File: src/hw/dcache_pkg.sv
package dcache_pkg;

  // Fixed geometry of addresses, words and lines
  localparam int ADDR_W     = 32;
  localparam int WORD_W     = 32;
  localparam int LINE_WORDS = 4;
  localparam int LINE_W     = LINE_WORDS * WORD_W;
  localparam int LINE_BYTES = LINE_W / 8;
  localparam int WORD_BYTES = WORD_W / 8;
  // Byte offset inside a line, and word offset inside it
  localparam int OFF_W      = $clog2(LINE_BYTES);
  localparam int WORD_OFF_W = $clog2(LINE_WORDS);

  typedef logic [LINE_W-1:0] line_t;

  typedef enum logic {
    LSQ_LOAD  = 1'b0,
    LSQ_STORE = 1'b1
  } lsq_op_e;

  // Source that owns the arrays in the current cycle
  typedef enum logic [2:0] {
    WIN_NONE = 3'd0,
    WIN_INIT = 3'd1,
    WIN_D1   = 3'd2,
    WIN_L2C  = 3'd3,
    WIN_LSQ  = 3'd4
  } d0_winner_e;

  // What d0 does with the arrays, also forwarded to d1
  typedef enum logic [2:0] {
    OP_IDLE        = 3'd0,
    OP_INIT_CLEAR  = 3'd1,
    OP_STORE_WRITE = 3'd2,
    OP_REFILL      = 3'd3,
    OP_LSQ_LOAD    = 3'd4,
    OP_LSQ_STORE   = 3'd5
  } d0_op_e;

  // LSQ request payload, valid travels beside it
  typedef struct packed {
    lsq_op_e                 op;
    logic [ADDR_W-1:0]       addr;
    logic [WORD_W-1:0]       data;
    logic [WORD_BYTES-1:0]   mask;
  } lsq_req_t;

  // Request info latched by d0 for the d1 check
  typedef struct packed {
    d0_op_e                  op;
    logic [ADDR_W-1:0]       addr;
    logic [WORD_W-1:0]       data;
    logic [WORD_BYTES-1:0]   mask;
  } d1_info_t;

endpackage

File: src/hw/dcache_intf.sv
`timescale 1ns/10ps

// Link between the d0 and d1 stages
interface d0_d1_if #(
  parameter int N_WAY = 2
);
  localparam int WAY_W = (N_WAY > 1) ? $clog2(N_WAY) : 1;

  // d0 output register
  logic                                 valid;
  dcache_pkg::d1_info_t                 info;
  // d1 status and store write-back
  logic                                 stalled;
  logic                                 wr_valid;
  logic [WAY_W-1:0]                     wr_way;
  logic [dcache_pkg::ADDR_W-1:0]        wr_addr;
  dcache_pkg::line_t                    wr_data;
  logic [dcache_pkg::LINE_BYTES-1:0]    wr_mask;

  modport d0 (output valid, info, input wr_way, wr_addr, wr_data, wr_mask);
  modport d1 (input valid, info, output stalled, wr_valid, wr_way, wr_addr, wr_data, wr_mask);
  // Scheduler only looks at the stall and the write request
  modport ctrl (input stalled, wr_valid);
endinterface

// Port of one single-port array
interface sram_if #(
  parameter int  DEPTH   = 8,
  parameter type entry_t = logic [7:0]
);
  localparam int IDX_W  = $clog2(DEPTH);
  localparam int NBYTES = ($bits(entry_t) + 7) / 8;

  logic               en;
  logic               we;
  logic [IDX_W-1:0]   index;
  logic [NBYTES-1:0]  wmask;
  entry_t             wdata;
  entry_t             rdata;

  modport ctrl (output en, we, index, wmask, wdata);
  modport mem  (input en, we, index, wmask, wdata, output rdata);
  modport rd   (input rdata);
endinterface

File: src/hw/d0_control.sv
`timescale 1ns/10ps

module d0_control #(
  parameter  int N_SETS = 8,
  localparam int IDX_W  = $clog2(N_SETS)
) (
  input  logic                     clk_i,
  input  logic                     rst_ni,
  input  logic                     lsq_valid_i,
  input  dcache_pkg::lsq_op_e      lsq_op_i,
  input  logic                     l2_ans_valid_i,
  output logic                     lsq_ready_o,
  output logic                     l2_ans_ready_o,
  output dcache_pkg::d0_winner_e   winner_o,
  output dcache_pkg::d0_op_e       d0_op_o,
  output logic [IDX_W-1:0]         sweep_index_o,
  d0_d1_if.ctrl                    d01
);

  logic             sweep_q;
  logic [IDX_W-1:0] sweep_idx_q;

  // Init sweep, one set per cycle right after reset
  always_ff @(posedge clk_i or negedge rst_ni) begin
    if (!rst_ni) begin
      sweep_q     <= 1'b1;
      sweep_idx_q <= '0;
    end else if (sweep_q) begin
      sweep_idx_q <= sweep_idx_q + 1'b1;
      // Last set cleared
      if (sweep_idx_q == IDX_W'(N_SETS - 1)) begin
        sweep_q <= 1'b0;
      end
    end
  end

  assign sweep_index_o = sweep_idx_q;

  // Fixed priority: sweep, d1 write, L2 answer, LSQ
  always_comb begin
    if (sweep_q) begin
      winner_o = dcache_pkg::WIN_INIT;
    end else if (d01.wr_valid) begin
      winner_o = dcache_pkg::WIN_D1;
    end else if (l2_ans_valid_i) begin
      winner_o = dcache_pkg::WIN_L2C;
    end else if (lsq_valid_i && !d01.stalled) begin
      // LSQ held off while a miss is pending
      winner_o = dcache_pkg::WIN_LSQ;
    end else begin
      winner_o = dcache_pkg::WIN_NONE;
    end
  end

  // Operation of the winning source
  always_comb begin
    case (winner_o)
      dcache_pkg::WIN_INIT: d0_op_o = dcache_pkg::OP_INIT_CLEAR;
      dcache_pkg::WIN_D1:   d0_op_o = dcache_pkg::OP_STORE_WRITE;
      dcache_pkg::WIN_L2C:  d0_op_o = dcache_pkg::OP_REFILL;
      dcache_pkg::WIN_LSQ: begin
        if (lsq_op_i == dcache_pkg::LSQ_STORE) begin
          d0_op_o = dcache_pkg::OP_LSQ_STORE;
        end else begin
          d0_op_o = dcache_pkg::OP_LSQ_LOAD;
        end
      end
      default:              d0_op_o = dcache_pkg::OP_IDLE;
    endcase
  end

  // Readies do not look at their own valid
  assign l2_ans_ready_o = !sweep_q && !d01.wr_valid;
  assign lsq_ready_o    = !sweep_q && !d01.wr_valid && !l2_ans_valid_i && !d01.stalled;

endmodule

File: src/hw/d0_data_sel.sv
`timescale 1ns/10ps

module d0_data_sel #(
  parameter  int N_WAY  = 2,
  parameter  int N_SETS = 8,
  localparam int WAY_W  = (N_WAY > 1) ? $clog2(N_WAY) : 1,
  localparam int IDX_W  = $clog2(N_SETS)
) (
  input  logic                            clk_i,
  input  logic                            rst_ni,
  input  dcache_pkg::d0_winner_e          winner_i,
  input  dcache_pkg::d0_op_e              d0_op_i,
  input  logic [IDX_W-1:0]                sweep_index_i,
  input  dcache_pkg::lsq_req_t            lsq_req_i,
  input  logic [dcache_pkg::ADDR_W-1:0]   l2_ans_addr_i,
  input  dcache_pkg::line_t               l2_ans_line_i,
  input  logic [WAY_W-1:0]                victim_way_i,
  d0_d1_if.d0                             d01,
  sram_if.ctrl                            tag_o [N_WAY],
  sram_if.ctrl                            data_o [N_WAY]
);

  localparam int TAG_W = dcache_pkg::ADDR_W - IDX_W - dcache_pkg::OFF_W;

  logic [dcache_pkg::ADDR_W-1:0]      sel_addr;
  logic [IDX_W-1:0]                   sel_index;
  logic [TAG_W:0]                     sel_tag_entry;
  dcache_pkg::line_t                  sel_line;
  logic [dcache_pkg::LINE_BYTES-1:0]  sel_mask;
  logic                               is_refill;
  dcache_pkg::d1_info_t               info_d;
  dcache_pkg::d1_info_t               info_q;
  logic                               valid_q;

  // Address of the winning source
  always_comb begin
    case (winner_i)
      dcache_pkg::WIN_D1:  sel_addr = d01.wr_addr;
      dcache_pkg::WIN_L2C: sel_addr = l2_ans_addr_i;
      dcache_pkg::WIN_LSQ: sel_addr = lsq_req_i.addr;
      default:             sel_addr = '0;
    endcase
  end

  assign is_refill = (d0_op_i == dcache_pkg::OP_REFILL);
  // Sweep walks the sets on its own counter
  assign sel_index = (winner_i == dcache_pkg::WIN_INIT) ? sweep_index_i
                                                         : sel_addr[dcache_pkg::OFF_W +: IDX_W];
  // Refill sets valid, sweep clears it
  assign sel_tag_entry = is_refill ? {1'b1, sel_addr[dcache_pkg::ADDR_W-1 -: TAG_W]} : '0;
  // Full line on refill, masked word on store
  assign sel_line = is_refill ? l2_ans_line_i : d01.wr_data;
  assign sel_mask = is_refill ? '1 : d01.wr_mask;

  for (genvar w = 0; w < N_WAY; w++) begin : g_way
    logic refill_way;
    logic store_way;

    assign refill_way = is_refill && (victim_way_i == WAY_W'(w));
    assign store_way  = (d0_op_i == dcache_pkg::OP_STORE_WRITE) && (d01.wr_way == WAY_W'(w));

    assign tag_o[w].en     = (d0_op_i != dcache_pkg::OP_IDLE);
    assign tag_o[w].we     = (d0_op_i == dcache_pkg::OP_INIT_CLEAR) || refill_way;
    assign tag_o[w].index  = sel_index;
    assign tag_o[w].wmask  = '1;
    assign tag_o[w].wdata  = sel_tag_entry;

    // Data not cleared by the sweep, valid bit covers it
    assign data_o[w].en    = (d0_op_i != dcache_pkg::OP_IDLE);
    assign data_o[w].we    = refill_way || store_way;
    assign data_o[w].index = sel_index;
    assign data_o[w].wmask = sel_mask;
    assign data_o[w].wdata = sel_line;
  end

  always_comb begin
    info_d.op   = d0_op_i;
    info_d.addr = sel_addr;
    info_d.data = lsq_req_i.data;
    info_d.mask = lsq_req_i.mask;
  end

  // d0 output register, cleared on idle cycles
  always_ff @(posedge clk_i or negedge rst_ni) begin
    if (!rst_ni) begin
      valid_q <= 1'b0;
      info_q  <= '0;
    end else if (d0_op_i != dcache_pkg::OP_IDLE) begin
      valid_q <= 1'b1;
      info_q  <= info_d;
    end else begin
      valid_q <= 1'b0;
      info_q  <= '0;
    end
  end

  assign d01.valid = valid_q;
  assign d01.info  = info_q;

endmodule

File: src/hw/dcache_sram_bank.sv
`timescale 1ns/10ps

module dcache_sram_bank #(
  parameter int  DEPTH   = 8,
  parameter type entry_t = logic [7:0]
) (
  input  logic  clk_i,
  sram_if.mem   mem
);

  localparam int W = $bits(entry_t);

  logic [W-1:0] mem_q [DEPTH];
  logic [W-1:0] bit_mask;

  // Byte enables spread over the entry bits
  always_comb begin
    for (int b = 0; b < W; b++) begin
      bit_mask[b] = mem.wmask[b / 8];
    end
  end

  // Read-first single port
  always_ff @(posedge clk_i) begin
    if (mem.en) begin
      if (mem.we) begin
        mem_q[mem.index] <= (mem_q[mem.index] & ~bit_mask) | (mem.wdata & bit_mask);
      end
      mem.rdata <= mem_q[mem.index];
    end
  end

endmodule

File: src/hw/d1_tag_check.sv
`timescale 1ns/10ps

module d1_tag_check #(
  parameter  int N_WAY  = 2,
  parameter  int N_SETS = 8,
  localparam int WAY_W  = (N_WAY > 1) ? $clog2(N_WAY) : 1
) (
  input  logic                            clk_i,
  input  logic                            rst_ni,
  d0_d1_if.d1                             d01,
  sram_if.rd                              tag_i [N_WAY],
  sram_if.rd                              data_i [N_WAY],
  output logic                            l2_req_valid_o,
  output logic [dcache_pkg::ADDR_W-1:0]   l2_req_addr_o,
  input  logic                            l2_req_ready_i,
  input  logic                            l2_ans_fire_i,
  output logic [WAY_W-1:0]                victim_way_o,
  output logic                            lsq_resp_valid_o,
  output logic                            lsq_resp_hit_o,
  output logic [dcache_pkg::WORD_W-1:0]   lsq_resp_data_o
);

  localparam int IDX_W  = $clog2(N_SETS);
  localparam int OFF_W  = dcache_pkg::OFF_W;
  localparam int TAG_W  = dcache_pkg::ADDR_W - IDX_W - OFF_W;
  localparam int LINE_A = dcache_pkg::ADDR_W - OFF_W;

  logic [N_WAY-1:0]                      hit_vec;
  dcache_pkg::line_t                     way_line [N_WAY];
  logic [TAG_W-1:0]                      req_tag;
  logic [dcache_pkg::WORD_OFF_W-1:0]     word_off;
  logic                                  is_load;
  logic                                  is_store;
  logic                                  hit;
  logic                                  load_miss;
  logic [WAY_W-1:0]                      hit_way;
  dcache_pkg::line_t                     hit_line;
  logic                                  miss_q;
  logic                                  req_pend_q;
  logic [LINE_A-1:0]                     miss_line_q;
  logic [IDX_W-1:0]                      miss_idx;
  logic [N_SETS-1:0][WAY_W-1:0]          victim_q;

  assign req_tag  = d01.info.addr[dcache_pkg::ADDR_W-1 -: TAG_W];
  assign word_off = d01.info.addr[OFF_W-1 -: dcache_pkg::WORD_OFF_W];
  assign is_load  = d01.valid && (d01.info.op == dcache_pkg::OP_LSQ_LOAD);
  assign is_store = d01.valid && (d01.info.op == dcache_pkg::OP_LSQ_STORE);

  // Per-way tag compare
  for (genvar w = 0; w < N_WAY; w++) begin : g_cmp
    logic [TAG_W:0] entry;

    assign entry       = tag_i[w].rdata;
    assign hit_vec[w]  = entry[TAG_W] && (entry[TAG_W-1:0] == req_tag);
    assign way_line[w] = data_i[w].rdata;
  end

  // At most one way hits
  always_comb begin
    hit_way  = '0;
    hit_line = '0;
    for (int w = 0; w < N_WAY; w++) begin
      if (hit_vec[w]) begin
        hit_way  = WAY_W'(w);
        hit_line = way_line[w];
      end
    end
  end

  assign hit       = |hit_vec;
  assign load_miss = is_load && !hit;

  // Stall from the miss cycle on, until the refill lands
  assign d01.stalled  = miss_q || load_miss;
  // Store hit goes back to d0 as a masked word write
  assign d01.wr_valid = is_store && hit;
  assign d01.wr_way   = hit_way;
  assign d01.wr_addr  = d01.info.addr;
  assign d01.wr_data  = {dcache_pkg::LINE_WORDS{d01.info.data}};
  assign d01.wr_mask  = dcache_pkg::LINE_BYTES'(d01.info.mask)
                        << (word_off * dcache_pkg::WORD_BYTES);

  // Single miss register
  always_ff @(posedge clk_i or negedge rst_ni) begin
    if (!rst_ni) begin
      miss_q     <= 1'b0;
      req_pend_q <= 1'b0;
    end else if (load_miss) begin
      miss_q     <= 1'b1;
      req_pend_q <= 1'b1;
    end else begin
      if (req_pend_q && l2_req_ready_i) begin
        req_pend_q <= 1'b0;
      end
      if (l2_ans_fire_i) begin
        miss_q <= 1'b0;
      end
    end
  end

  always_ff @(posedge clk_i) begin
    if (load_miss) begin
      miss_line_q <= d01.info.addr[dcache_pkg::ADDR_W-1:OFF_W];
    end
  end

  assign l2_req_valid_o = req_pend_q;
  assign l2_req_addr_o  = {miss_line_q, {OFF_W{1'b0}}};

  // Refill goes to the set of the pending miss
  assign miss_idx     = miss_line_q[IDX_W-1:0];
  assign victim_way_o = victim_q[miss_idx];

  // Round-robin pointer per set
  always_ff @(posedge clk_i or negedge rst_ni) begin
    if (!rst_ni) begin
      victim_q <= '0;
    end else if (l2_ans_fire_i) begin
      if (victim_q[miss_idx] == WAY_W'(N_WAY - 1)) begin
        victim_q[miss_idx] <= '0;
      end else begin
        victim_q[miss_idx] <= victim_q[miss_idx] + 1'b1;
      end
    end
  end

  // LSQ response, one edge after the check
  always_ff @(posedge clk_i or negedge rst_ni) begin
    if (!rst_ni) begin
      lsq_resp_valid_o <= 1'b0;
      lsq_resp_hit_o   <= 1'b0;
    end else begin
      lsq_resp_valid_o <= is_load || is_store;
      lsq_resp_hit_o   <= hit;
    end
  end

  always_ff @(posedge clk_i) begin
    lsq_resp_data_o <= hit_line[word_off * dcache_pkg::WORD_W +: dcache_pkg::WORD_W];
  end

endmodule

File: src/hw/dcache_l1_top.sv
`timescale 1ns/10ps

module dcache_l1_top #(
  parameter int N_WAY  = 2,
  parameter int N_SETS = 8
) (
  input  logic                            clk_i,
  input  logic                            rst_ni,
  // LSQ request
  input  logic                            lsq_req_valid_i,
  input  dcache_pkg::lsq_req_t            lsq_req_i,
  output logic                            lsq_req_ready_o,
  // L2 request
  output logic                            l2_req_valid_o,
  output logic [dcache_pkg::ADDR_W-1:0]   l2_req_addr_o,
  input  logic                            l2_req_ready_i,
  // L2 answer
  input  logic                            l2_ans_valid_i,
  input  logic [dcache_pkg::ADDR_W-1:0]   l2_ans_addr_i,
  input  dcache_pkg::line_t               l2_ans_line_i,
  output logic                            l2_ans_ready_o,
  // Wake-up and response to the LSQ
  output logic                            lsq_wup_valid_o,
  output logic [dcache_pkg::ADDR_W-1:0]   lsq_wup_addr_o,
  output logic                            lsq_resp_valid_o,
  output logic                            lsq_resp_hit_o,
  output logic [dcache_pkg::WORD_W-1:0]   lsq_resp_data_o
);

  localparam int WAY_W = (N_WAY > 1) ? $clog2(N_WAY) : 1;
  localparam int IDX_W = $clog2(N_SETS);
  localparam int TAG_W = dcache_pkg::ADDR_W - IDX_W - dcache_pkg::OFF_W;

  // Tag array entry depends on the set count
  typedef struct packed {
    logic             valid;
    logic [TAG_W-1:0] tag;
  } tag_entry_t;

  dcache_pkg::d0_winner_e  winner;
  dcache_pkg::d0_op_e      d0_op;
  logic [IDX_W-1:0]        sweep_index;
  logic [WAY_W-1:0]        victim_way;
  logic                    l2_ans_fire;

  d0_d1_if #(.N_WAY(N_WAY)) d01 ();
  sram_if #(.DEPTH(N_SETS), .entry_t(tag_entry_t))        tag_if  [N_WAY] ();
  sram_if #(.DEPTH(N_SETS), .entry_t(dcache_pkg::line_t)) data_if [N_WAY] ();

  assign l2_ans_fire     = l2_ans_valid_i && l2_ans_ready_o;
  // LSQ replays on the refilled line address
  assign lsq_wup_valid_o = l2_ans_fire;
  assign lsq_wup_addr_o  = l2_ans_addr_i;

  d0_control #(
    .N_SETS (N_SETS)
  ) u_d0_control (
    .clk_i          (clk_i),
    .rst_ni         (rst_ni),
    .lsq_valid_i    (lsq_req_valid_i),
    .lsq_op_i       (lsq_req_i.op),
    .l2_ans_valid_i (l2_ans_valid_i),
    .lsq_ready_o    (lsq_req_ready_o),
    .l2_ans_ready_o (l2_ans_ready_o),
    .winner_o       (winner),
    .d0_op_o        (d0_op),
    .sweep_index_o  (sweep_index),
    .d01            (d01)
  );

  d0_data_sel #(
    .N_WAY  (N_WAY),
    .N_SETS (N_SETS)
  ) u_d0_data_sel (
    .clk_i         (clk_i),
    .rst_ni        (rst_ni),
    .winner_i      (winner),
    .d0_op_i       (d0_op),
    .sweep_index_i (sweep_index),
    .lsq_req_i     (lsq_req_i),
    .l2_ans_addr_i (l2_ans_addr_i),
    .l2_ans_line_i (l2_ans_line_i),
    .victim_way_i  (victim_way),
    .d01           (d01),
    .tag_o         (tag_if),
    .data_o        (data_if)
  );

  // One tag bank and one data bank per way
  for (genvar w = 0; w < N_WAY; w++) begin : g_way
    dcache_sram_bank #(
      .DEPTH   (N_SETS),
      .entry_t (tag_entry_t)
    ) u_tag_bank (
      .clk_i (clk_i),
      .mem   (tag_if[w])
    );

    dcache_sram_bank #(
      .DEPTH   (N_SETS),
      .entry_t (dcache_pkg::line_t)
    ) u_data_bank (
      .clk_i (clk_i),
      .mem   (data_if[w])
    );
  end

  d1_tag_check #(
    .N_WAY  (N_WAY),
    .N_SETS (N_SETS)
  ) u_d1_tag_check (
    .clk_i            (clk_i),
    .rst_ni           (rst_ni),
    .d01              (d01),
    .tag_i            (tag_if),
    .data_i           (data_if),
    .l2_req_valid_o   (l2_req_valid_o),
    .l2_req_addr_o    (l2_req_addr_o),
    .l2_req_ready_i   (l2_req_ready_i),
    .l2_ans_fire_i    (l2_ans_fire),
    .victim_way_o     (victim_way),
    .lsq_resp_valid_o (lsq_resp_valid_o),
    .lsq_resp_hit_o   (lsq_resp_hit_o),
    .lsq_resp_data_o  (lsq_resp_data_o)
  );

endmodule

File: config.mk
export PLATFORM = sky130hd
export DESIGN_NAME = dcache_l1_top
export DESIGN_NICKNAME = d
export VERILOG_FILES = /design/src/hw/dcache_pkg.sv /design/src/hw/dcache_intf.sv /design/src/hw/d0_control.sv /design/src/hw/d0_data_sel.sv /design/src/hw/dcache_sram_bank.sv /design/src/hw/d1_tag_check.sv /design/src/hw/dcache_l1_top.sv
export SDC_FILE = /design/constraint.sdc
export NUM_CORES = 2
export LEC_CHECK = 0
export ABC_AREA = 1
export BUFFER_PORTS_ARGS = -buffer_cell sky130_fd_sc_hd__buf_4
export CAP_MARGIN = 10
export CORE_MARGIN = 8
export CORE_UTILIZATION = 28
export DETAILED_ROUTE_END_ITERATION = 7
export PLACE_DENSITY_LB_ADDON = 0.15
export SYNTH_ARGS = -nofsm -noshare
export SYNTH_HDL_FRONTEND = slang
export SYNTH_SLANG_ARGS = --single-unit
File: constraint.sdc
create_clock -name clk_i -period 10.35 [get_ports clk_i]
set_input_delay 1.5525 -clock clk_i [delete_from_list [all_inputs] [get_ports clk_i]]
set_output_delay 1.5525 -clock clk_i [all_outputs]
set_load 0.01 [all_outputs]
After elaboration in Yosys (flattened, before gate mapping). Memory sizes are Yosys's and may differ from the RTL's. A register that Yosys moved wholly into a read port is not among the register bits. Cells that the tools add are included.

Register bits: 404. Bits in latches: 0. Bits in writable memories: 2464. Memory bits (read-only): 0. Output and inout bits: 102. Logic and storage cells: 129. Memories: 4.

Add/subtract/negate cells: 2. Multiply operators: 0. Div/mod/pow operators: 0. Magnitude comparators: 2. Eq/ne operators: 13. Shifts and indexed selects: 2. Multiplexer cells: 40. Bitwise gates (word level): 10. Reduce and logical (&&, ||, !) cells: 32.

Memory list: g_way[0].u_data_bank.mem_q (depth 8, bits a word 128, read ports 1, clocked after memory_dff 0, write ports 1, RTL line dcache_sram_bank.sv:13) `logic [W-1:0] mem_q [DEPTH];`; g_way[1].u_data_bank.mem_q (depth 8, bits a word 128, read ports 1, clocked after memory_dff 0, write ports 1, RTL line dcache_sram_bank.sv:13); g_way[0].u_tag_bank.mem_q (depth 8, bits a word 26, read ports 1, clocked after memory_dff 1, write ports 1, RTL line dcache_sram_bank.sv:13); g_way[1].u_tag_bank.mem_q (depth 8, bits a word 26, read ports 1, clocked after memory_dff 1, write ports 1, RTL line dcache_sram_bank.sv:13).

Operators by type and width (count): $and 128x128->128 (3); $mux 128 (3); $or 128x128->128 (2); $not 128->128 (1); $shiftx 128x8->32 (1); $pmux 32 s3 (1); $mux 71 (1); $eq 25x25->1 (2); $mux 26 (1); $mux 1 (23); $logic_and 1x1->1 (17); $mux 16 (1); $shl 4x4->16 (1); $mux 3 (5); $eq 3x2->1 const B (4); $eq 3x3->1 const B (4); $pmux 3 s4 (1); $and 8x8->8 (1); $bwmux 8 (1); $mux 8 (1); $not 8->8 (1); $eq 3x1->1 const B (2); $logic_or 1x1->1 (6); $logic_not 1->1 (5); other kinds (11) (13).

Depth between registers and ports, before layout.
Word-level depth: 20. Mapped depth: 26. Gate-level depth less buffers: 23.

Hierarchy. From an unflattened synthesis, not the netlist that was laid out.

Cells, all modules: 12995. Area, all modules: 128648.4 µm².

Modules (own cells, without submodules): dcache_sram_bank (g_way[1].u_data_bank) (times used 1, cells an instance 4426, area each 47304.1 µm², sequential area each 34593.2 µm²); dcache_sram_bank (g_way[0].u_data_bank) (times used 1, cells an instance 4439, area each 47242.8 µm², sequential area each 34593.2 µm²); dcache_sram_bank (g_way[1].u_tag_bank) (times used 1, cells an instance 855, area each 9699.3 µm², sequential area each 7026.7 µm²); dcache_sram_bank (g_way[0].u_tag_bank) (times used 1, cells an instance 857, area each 9688.0 µm², sequential area each 7026.7 µm²); d1_tag_check (times used 1, cells an instance 1275, area each 7573.5 µm², sequential area each 1781.7 µm²); d0_data_sel (times used 1, cells an instance 1073, area each 6623.9 µm², sequential area each 1801.7 µm²); d0_control (times used 1, cells an instance 36, area each 269.0 µm², sequential area each 101.3 µm²); dcache_l1_top (times used 1, cells an instance 34, area each 247.7 µm², sequential area each 0.0 µm²).

Worst setup path after synthesis. Ideal clock, no wire load.

Path kind: input to register. Start point: input port l2_ans_valid_i. End point: register u_d0_data_sel.valid_q, in the netlist u_d0_data_sel.d01.valid. Library setup time: 0.769 ns. Data arrival time: 8.213 ns. Data required time: 9.581 ns. Slack: 1.368 ns. Stages: 8. Buffers on the path: 1. Cell sequence: inv_1 -> nand3_2 -> nor2_4 -> nand2_1 -> nand2_1 -> nor3_2 -> clkbuf_1 -> inv_1.

Cells in the longest elaborated chain, start to end: 7. Elaborated cells between the ends (all ways): 10. Classes of those cells: eq/ne: 4; mux: 5; reduce/logical: 1.

Ends and longest elaborated chain: from (decl) (RTL line dcache_l1_top.sv:18) `input logic l2_ans_valid_i,`; $mux 3 (*) (RTL line d0_control.sv:45) `end else if (l2_ans_valid_i) begin`; $mux 3 (*) (RTL line d0_control.sv:43) `end else if (d01.wr_valid) begin`; $mux 3 (*) (RTL line d0_control.sv:41) `if (sweep_q) begin`; $eq 3x3->1 (tied with other cells) (RTL line d0_control.sv:57) `case (winner_o)`; $pmux 3 s4 (*) (RTL line d0_control.sv:57); $reduce_bool 3->1 (*); via data_if[0].en (RTL line dcache_intf.sv:34) `logic en;`; $mux 1 (*) (RTL line d0_data_sel.sv:88) `end else if (d0_op_i != dcache_pkg::OP_IDLE) begin`; to (signal assigned) (RTL line d0_data_sel.sv:86) `valid_q <= 1'b0;`; to (signal assigned) (RTL line d0_data_sel.sv:89) `valid_q <= 1'b1;`; to (signal assigned) (RTL line d0_data_sel.sv:92) `valid_q <= 1'b0;`; to (decl) (RTL line d0_data_sel.sv:33) `logic valid_q;`.

Mark *: on every way through the listed nets, which the timed path passes. The rest lies on a longest branch. A chain may end at the register's enable or synchronous reset.

Worst setup path after layout.
Start point: register u_d0_data_sel.info_q, in the netlist u_d0_data_sel.d01.info[65]. End point: memory g_way[0].u_data_bank.mem_q[4][11] in the netlist's numbering, enable pin.

Cells in the longest elaborated chain, start to end: 20. Elaborated cells between the ends (all ways): 33. Classes of those cells: eq/ne: 8; mux: 11; bitwise: 1; reduce/logical: 13.

Ends and longest elaborated chain: from (decl) (RTL line d0_data_sel.sv:32) `dcache_pkg::d1_info_t info_q;`; from (signal assigned) (RTL line d0_data_sel.sv:90) `info_q <= info_d;`; $eq 25x25->1 (RTL line d1_tag_check.sv:54) `assign hit_vec[w] = entry[TAG_W] && (entry[TAG_W-1:0] == req_tag);`; $logic_and 1x1->1 (RTL line d1_tag_check.sv:54); $reduce_or 2->1 (RTL line d1_tag_check.sv:70) `assign hit = |hit_vec;`; $logic_not 1->1 (RTL line d1_tag_check.sv:71) `assign load_miss = is_load && !hit;`; $logic_and 1x1->1 (RTL line d1_tag_check.sv:71); $logic_or 1x1->1 (RTL line d1_tag_check.sv:74) `assign d01.stalled = miss_q || load_miss;`; $logic_not 1->1 (RTL line d0_control.sv:47) `end else if (lsq_valid_i && !d01.stalled) begin`; $logic_and 1x1->1 (RTL line d0_control.sv:47); (+4 left out); $eq 3x3->1 (tied with other cells) (RTL line d0_control.sv:57, d0_data_sel.sv:37); $pmux 3 s4 (RTL line d0_control.sv:57); $eq 3x2->1, on equally long branches (RTL line d0_data_sel.sv:45, d0_data_sel.sv:60); $logic_and 1x1->1, on equally long branches (RTL line d0_data_sel.sv:59, d0_data_sel.sv:60); $logic_or 1x1->1 (RTL line d0_data_sel.sv:70) `assign data_o[w].we = refill_way || store_way;`; $mux 1 (RTL line dcache_sram_bank.sv:26) `if (mem.we) begin`; $mux 1 (RTL line dcache_sram_bank.sv:25) `if (mem.en) begin`; $mux 1 (not written as such) (RTL line dcache_sram_bank.sv:27) `mem_q[mem.index] <= (mem_q[mem.index] & ~bit_mask) | (mem.wdata & bit_mask);`; to (decl) (RTL line dcache_sram_bank.sv:13).

Several ways; a longest one is shown, not always the timed one.

==> impl_metrics.csv <==
group,metric,value,unit
layout,drive_above_1_share,10.1,%
sta,period_needed,6.76,ns
global_routing,grt_pass1_wl,609000,um
pwr,switching_share,25.2,%
logic_synthesis,synth_cells,10024,
logic_synthesis,synthFlopType,"edfxtp_1",
global_routing,antenna_found_initial,18,
worst_setup_path,arrival,7.29,ns
layout,syn_to_final_growth,16.0,%
floorplan,io_pins,336,
layout,regArea,86900,um2
cts,post_cts_resized,0,
pwr,irDropWorstVdd,0.121,mV
floorplan,coreArea,423000,um2
detailed_routing,vias_per_cell,4.97,
outcome,outcome,"finished clean",
global_routing,track_usage,18.8,%
cts,htreeDepth,5,
pwr,switching_power,7.10,mW
cts,cts_hold_buf,0,
cts,clockBufferDepth,4,
sta,fmax,0.148,GHz
pwr,combPwrFrac,9.4,%
worst_setup_path,worst-r2r-cell-count,19,
pwr,power.total,28.2,mW
sta,rsz0062_at_grt,"no",
logic_synthesis,synth.cell_area,119000,um2
pwr,power.leakage,51.9,nW
global_routing,grt_remaining_overflow,0,
sta,tns,0,ns
logic_synthesis,syn_avg_cell_area,11.9,um2
worst_hold_path,hold_path_class,"flip-flop to flip-flop",
layout,final_cells,16137,
cts,cts_buffers,338,
worst_setup_path,crit_required,10.88,ns
layout,final_area,138000,um2
pwr,power_density,205,nW/um2
floorplan,start_util,28.1,%
sta,slew_headroom,19.4,%
floorplan,die_area,445000,um2
logic_synthesis,synth_top_cell_by_area,"edfxtp_1",
logic_synthesis,yosysWarnings,0,
worst_setup_path,timing.rr.start,"u_d0_data_sel.d01.info[65]$_DFF_PN0_",
cts,clk_pin_slew,0.06,ns
global_routing,grt_pass1_vias,79051,
logic_synthesis,ys_seq_elements,2918,
layout,fillerInstances,42009,
logic_synthesis,yosysUniqueCellTypes,42,
job,cap_viol_max_count,0,
sta,slew_violations,0,
worst_setup_path,worst-path-max-fanout,69,
floorplan,dieHeight,667,um
place,place_area,127000,um2
place,place.gp.congestion,0.812,
worst_hold_path,hold_start,"u_d0_data_sel.d01.info[40]$_DFF_PN0_",
worst_setup_path,r2r_slack,3.59,ns
worst_setup_path,timing.rr.end,"g_way[0].u_data_bank.mem_q[4][11]$_DFFE_PP_",
detailed_routing,drt-pass1-iter-count,5,
detailed_routing,drc,0,
layout,multi_input_area,28100,um2
global_routing,grt_max_degree,167,
layout,post-route-util,32.6,%
sta,final-setup-viol-count,0,
pwr,seqPwrFrac,49.3,%
layout,layout_commonest_cell,"nand2_1",
logic_synthesis,synth_top_area_share,70.8,%
sta,worst_slew_pin_slew,1.21,ns
pwr,clkPwrFrac,41.3,%
logic_synthesis,ys_top_cells_by_area,"edfxtp_1, nand2_1, nand3_1",
place,hpwl,239000,um
place,port_buffers,325,
cts,worstSkewPairLatency,0.95,ns
worst_setup_path,crit_type,"flip-flop to flip-flop",
cts,cts_tree,"built",
worst_hold_path,hold_end,"u_d1_tag_check.miss_line_q[0]$_DFFE_PP_",
logic_synthesis,async_reset_ff_share,2.95,%
sta,clock_skew,0.101,ns
detailed_routing,drt_wl_total,435000,um
floorplan,die_w,667,um
cts,post-cts-setup-buffer-count,0,
layout,final_cell_mix,"nand2_1, edfxtp_1, nand3_1",
pwr,internal_power,21.1,mW
detailed_routing,wl_per_cell,26.9,um
detailed_routing,drt_iter0_markers,7204,
sta,finalHoldViolCount,0,
sta,fin_crit_sh,65.3,%
layout,layout.nets,10419,
logic_synthesis,synth_edf_count,2800,
worst_setup_path,endpoint_kind,"flip-flop",
floorplan,row_count,239,
place,dp_cells,15506,
logic_synthesis,seq_area_frac_synth,73.1,%
detailed_routing,ant_nets,0,
cts,cts.sinks,2918,
detailed_routing,num_vias,80219,
worst_hold_path,hold_depth,0,
cts,cts-root-buf,"clkbuf_16",
worst_setup_path,critPathLaunchType,"flip-flop",
[metrics by stage]
step           hold WS (ns)  setup WS, ns
2_1_floorplan         0.425          1.37
3_3_place_gp          0.442          3.40
3_5_place_dp          0.446          3.41
4_1_cts               0.424          3.37
5_1_grt               0.456          3.11
6_report              0.454          3.59
[power by group through the flow]
stage	Sequential (mW)	Clock (mW)	Combinational, mW
finish	13.9	11.6	2.65
global route	13.9	12.3	2.90
CTS	13.9	11.9	2.68
detailed placement	14.1	0	2.67
global placement	14.1	0	2.63
floorplan	14.1	0	1.54
[layer usage]
metal,global-route usage (%),routed length [um],share of wire [%]
met5,0,23,0.0053
met1,25.8,190000,44
met4,6.16,15300,3.5
met3,2.46,25100,5.8
met2,30.9,204000,47
[area by class of cell]
class,count,area share [%]
multi-input cells,6230,20.4
flip-flops and latches,2918,63.0
inverters,200,0.573
well taps,5663,5.14
clock buffers,463,6.72
diodes,18,0.0327
repair buffers,495,3.07
clock inverters,150,1.02
[sequential cells by signal, indices dropped and copies added (netlist names), 3 cells and up]
signal / flops
u_d0_data_sel.d01.info: 69
g_way.u_data_bank.mem.rdata: 256
u_d1_tag_check.victim_q: 8
u_d0_control.sweep_index_o: 3
u_d1_tag_check.lsq_resp_data_o: 32
g_way.u_data_bank.mem_q: 2048
u_d1_tag_check.miss_line_q: 28
g_way.u_tag_bank.mem_q: 416
g_way.u_tag_bank.mem.rdata: 52
[kinds of logic (layout without fill, tap and decap cells)]
kind of cell             after synthesis  after routing  synth area share, %
AO/OA/AOI/OAI                        288            288                 1.54
AND/OR/NAND/NOR                     5918           5918                 21.7
multiplexers                           6              6               0.0505
adder cells (fa/ha/maj)                2              2               0.0211
flip-flops                          2918           2918                 73.1
buffers and inverters                879           1308                 3.50
other                                  1             22              0.00316
XOR/XNOR                              12             12               0.0885
[Yosys cell counts, types with 2 or more instances]
library cell and count:
nand2_1 2837, nand3_2 5, mux2i_1 6, o21ai_0 103, xor2_1 4, dfxtp_1 32, buf_4 75, nand2_2 3
ha_1 2, or2_1 51, dfrtp_1 85, a22oi_1 2, clkinv_1 5, nand3b_1 3, o21ai_1 2, o221ai_1 32
o21ai_2 5, nor2_1 713, inv_2 23, a31oi_2 10, clkbuf_1 170, nand4_1 370, o22ai_1 2, nor3_1 6
edfxtp_1 2800, nand3_1 1922, buf_2 391, nor2_4 3, nor2_2 2, xnor2_1 8, buf_6 11, a21oi_1 99
buf_1 32, a32o_1 32, inv_1 171
[worst max-delay path, stage by stage, from the launching register on]
cell and delay (ns):
dfrtp_1 0.42, xnor2_1 0.31, nand2_1 0.09, nor2_1 0.10
nand2_1 0.06, nor2_1 0.17, nand2_4 0.33, nand2_2 0.19
buf_4 0.46, nand2_2 0.14, nand3_1 0.10, nand2_1 0.05
clkinv_1 0.08, nand3_4 0.33, buf_4 0.45, nor2_4 0.72
nand2_1 0.45, nor2_4 0.30, buf_12 0.53, buf_4 0.78
[worst max path at each step]
stage	slack, ns	to	from
global placement	3.40	g_way[0].u_data_bank.mem_q[4][101]$_DFFE_PP_	u_d0_data_sel.d01.info[65]$_DFF_PN0_
finish	3.59	g_way[0].u_data_bank.mem_q[4][11]$_DFFE_PP_	u_d0_data_sel.d01.info[65]$_DFF_PN0_
global route	3.11	g_way[1].u_data_bank.mem_q[2][90]$_DFFE_PP_	u_d0_data_sel.d01.info[57]$_DFF_PN0_
detailed placement	3.41	g_way[0].u_data_bank.mem_q[4][2]$_DFFE_PP_	u_d0_data_sel.d01.info[65]$_DFF_PN0_
floorplan	1.37	u_d0_data_sel.d01.valid$_DFF_PN0_	l2_ans_valid_i
CTS	3.37	g_way[0].u_data_bank.mem_q[4][11]$_DFFE_PP_	u_d0_data_sel.d01.info[65]$_DFF_PN0_
Power figures use the tool's default switching activity.
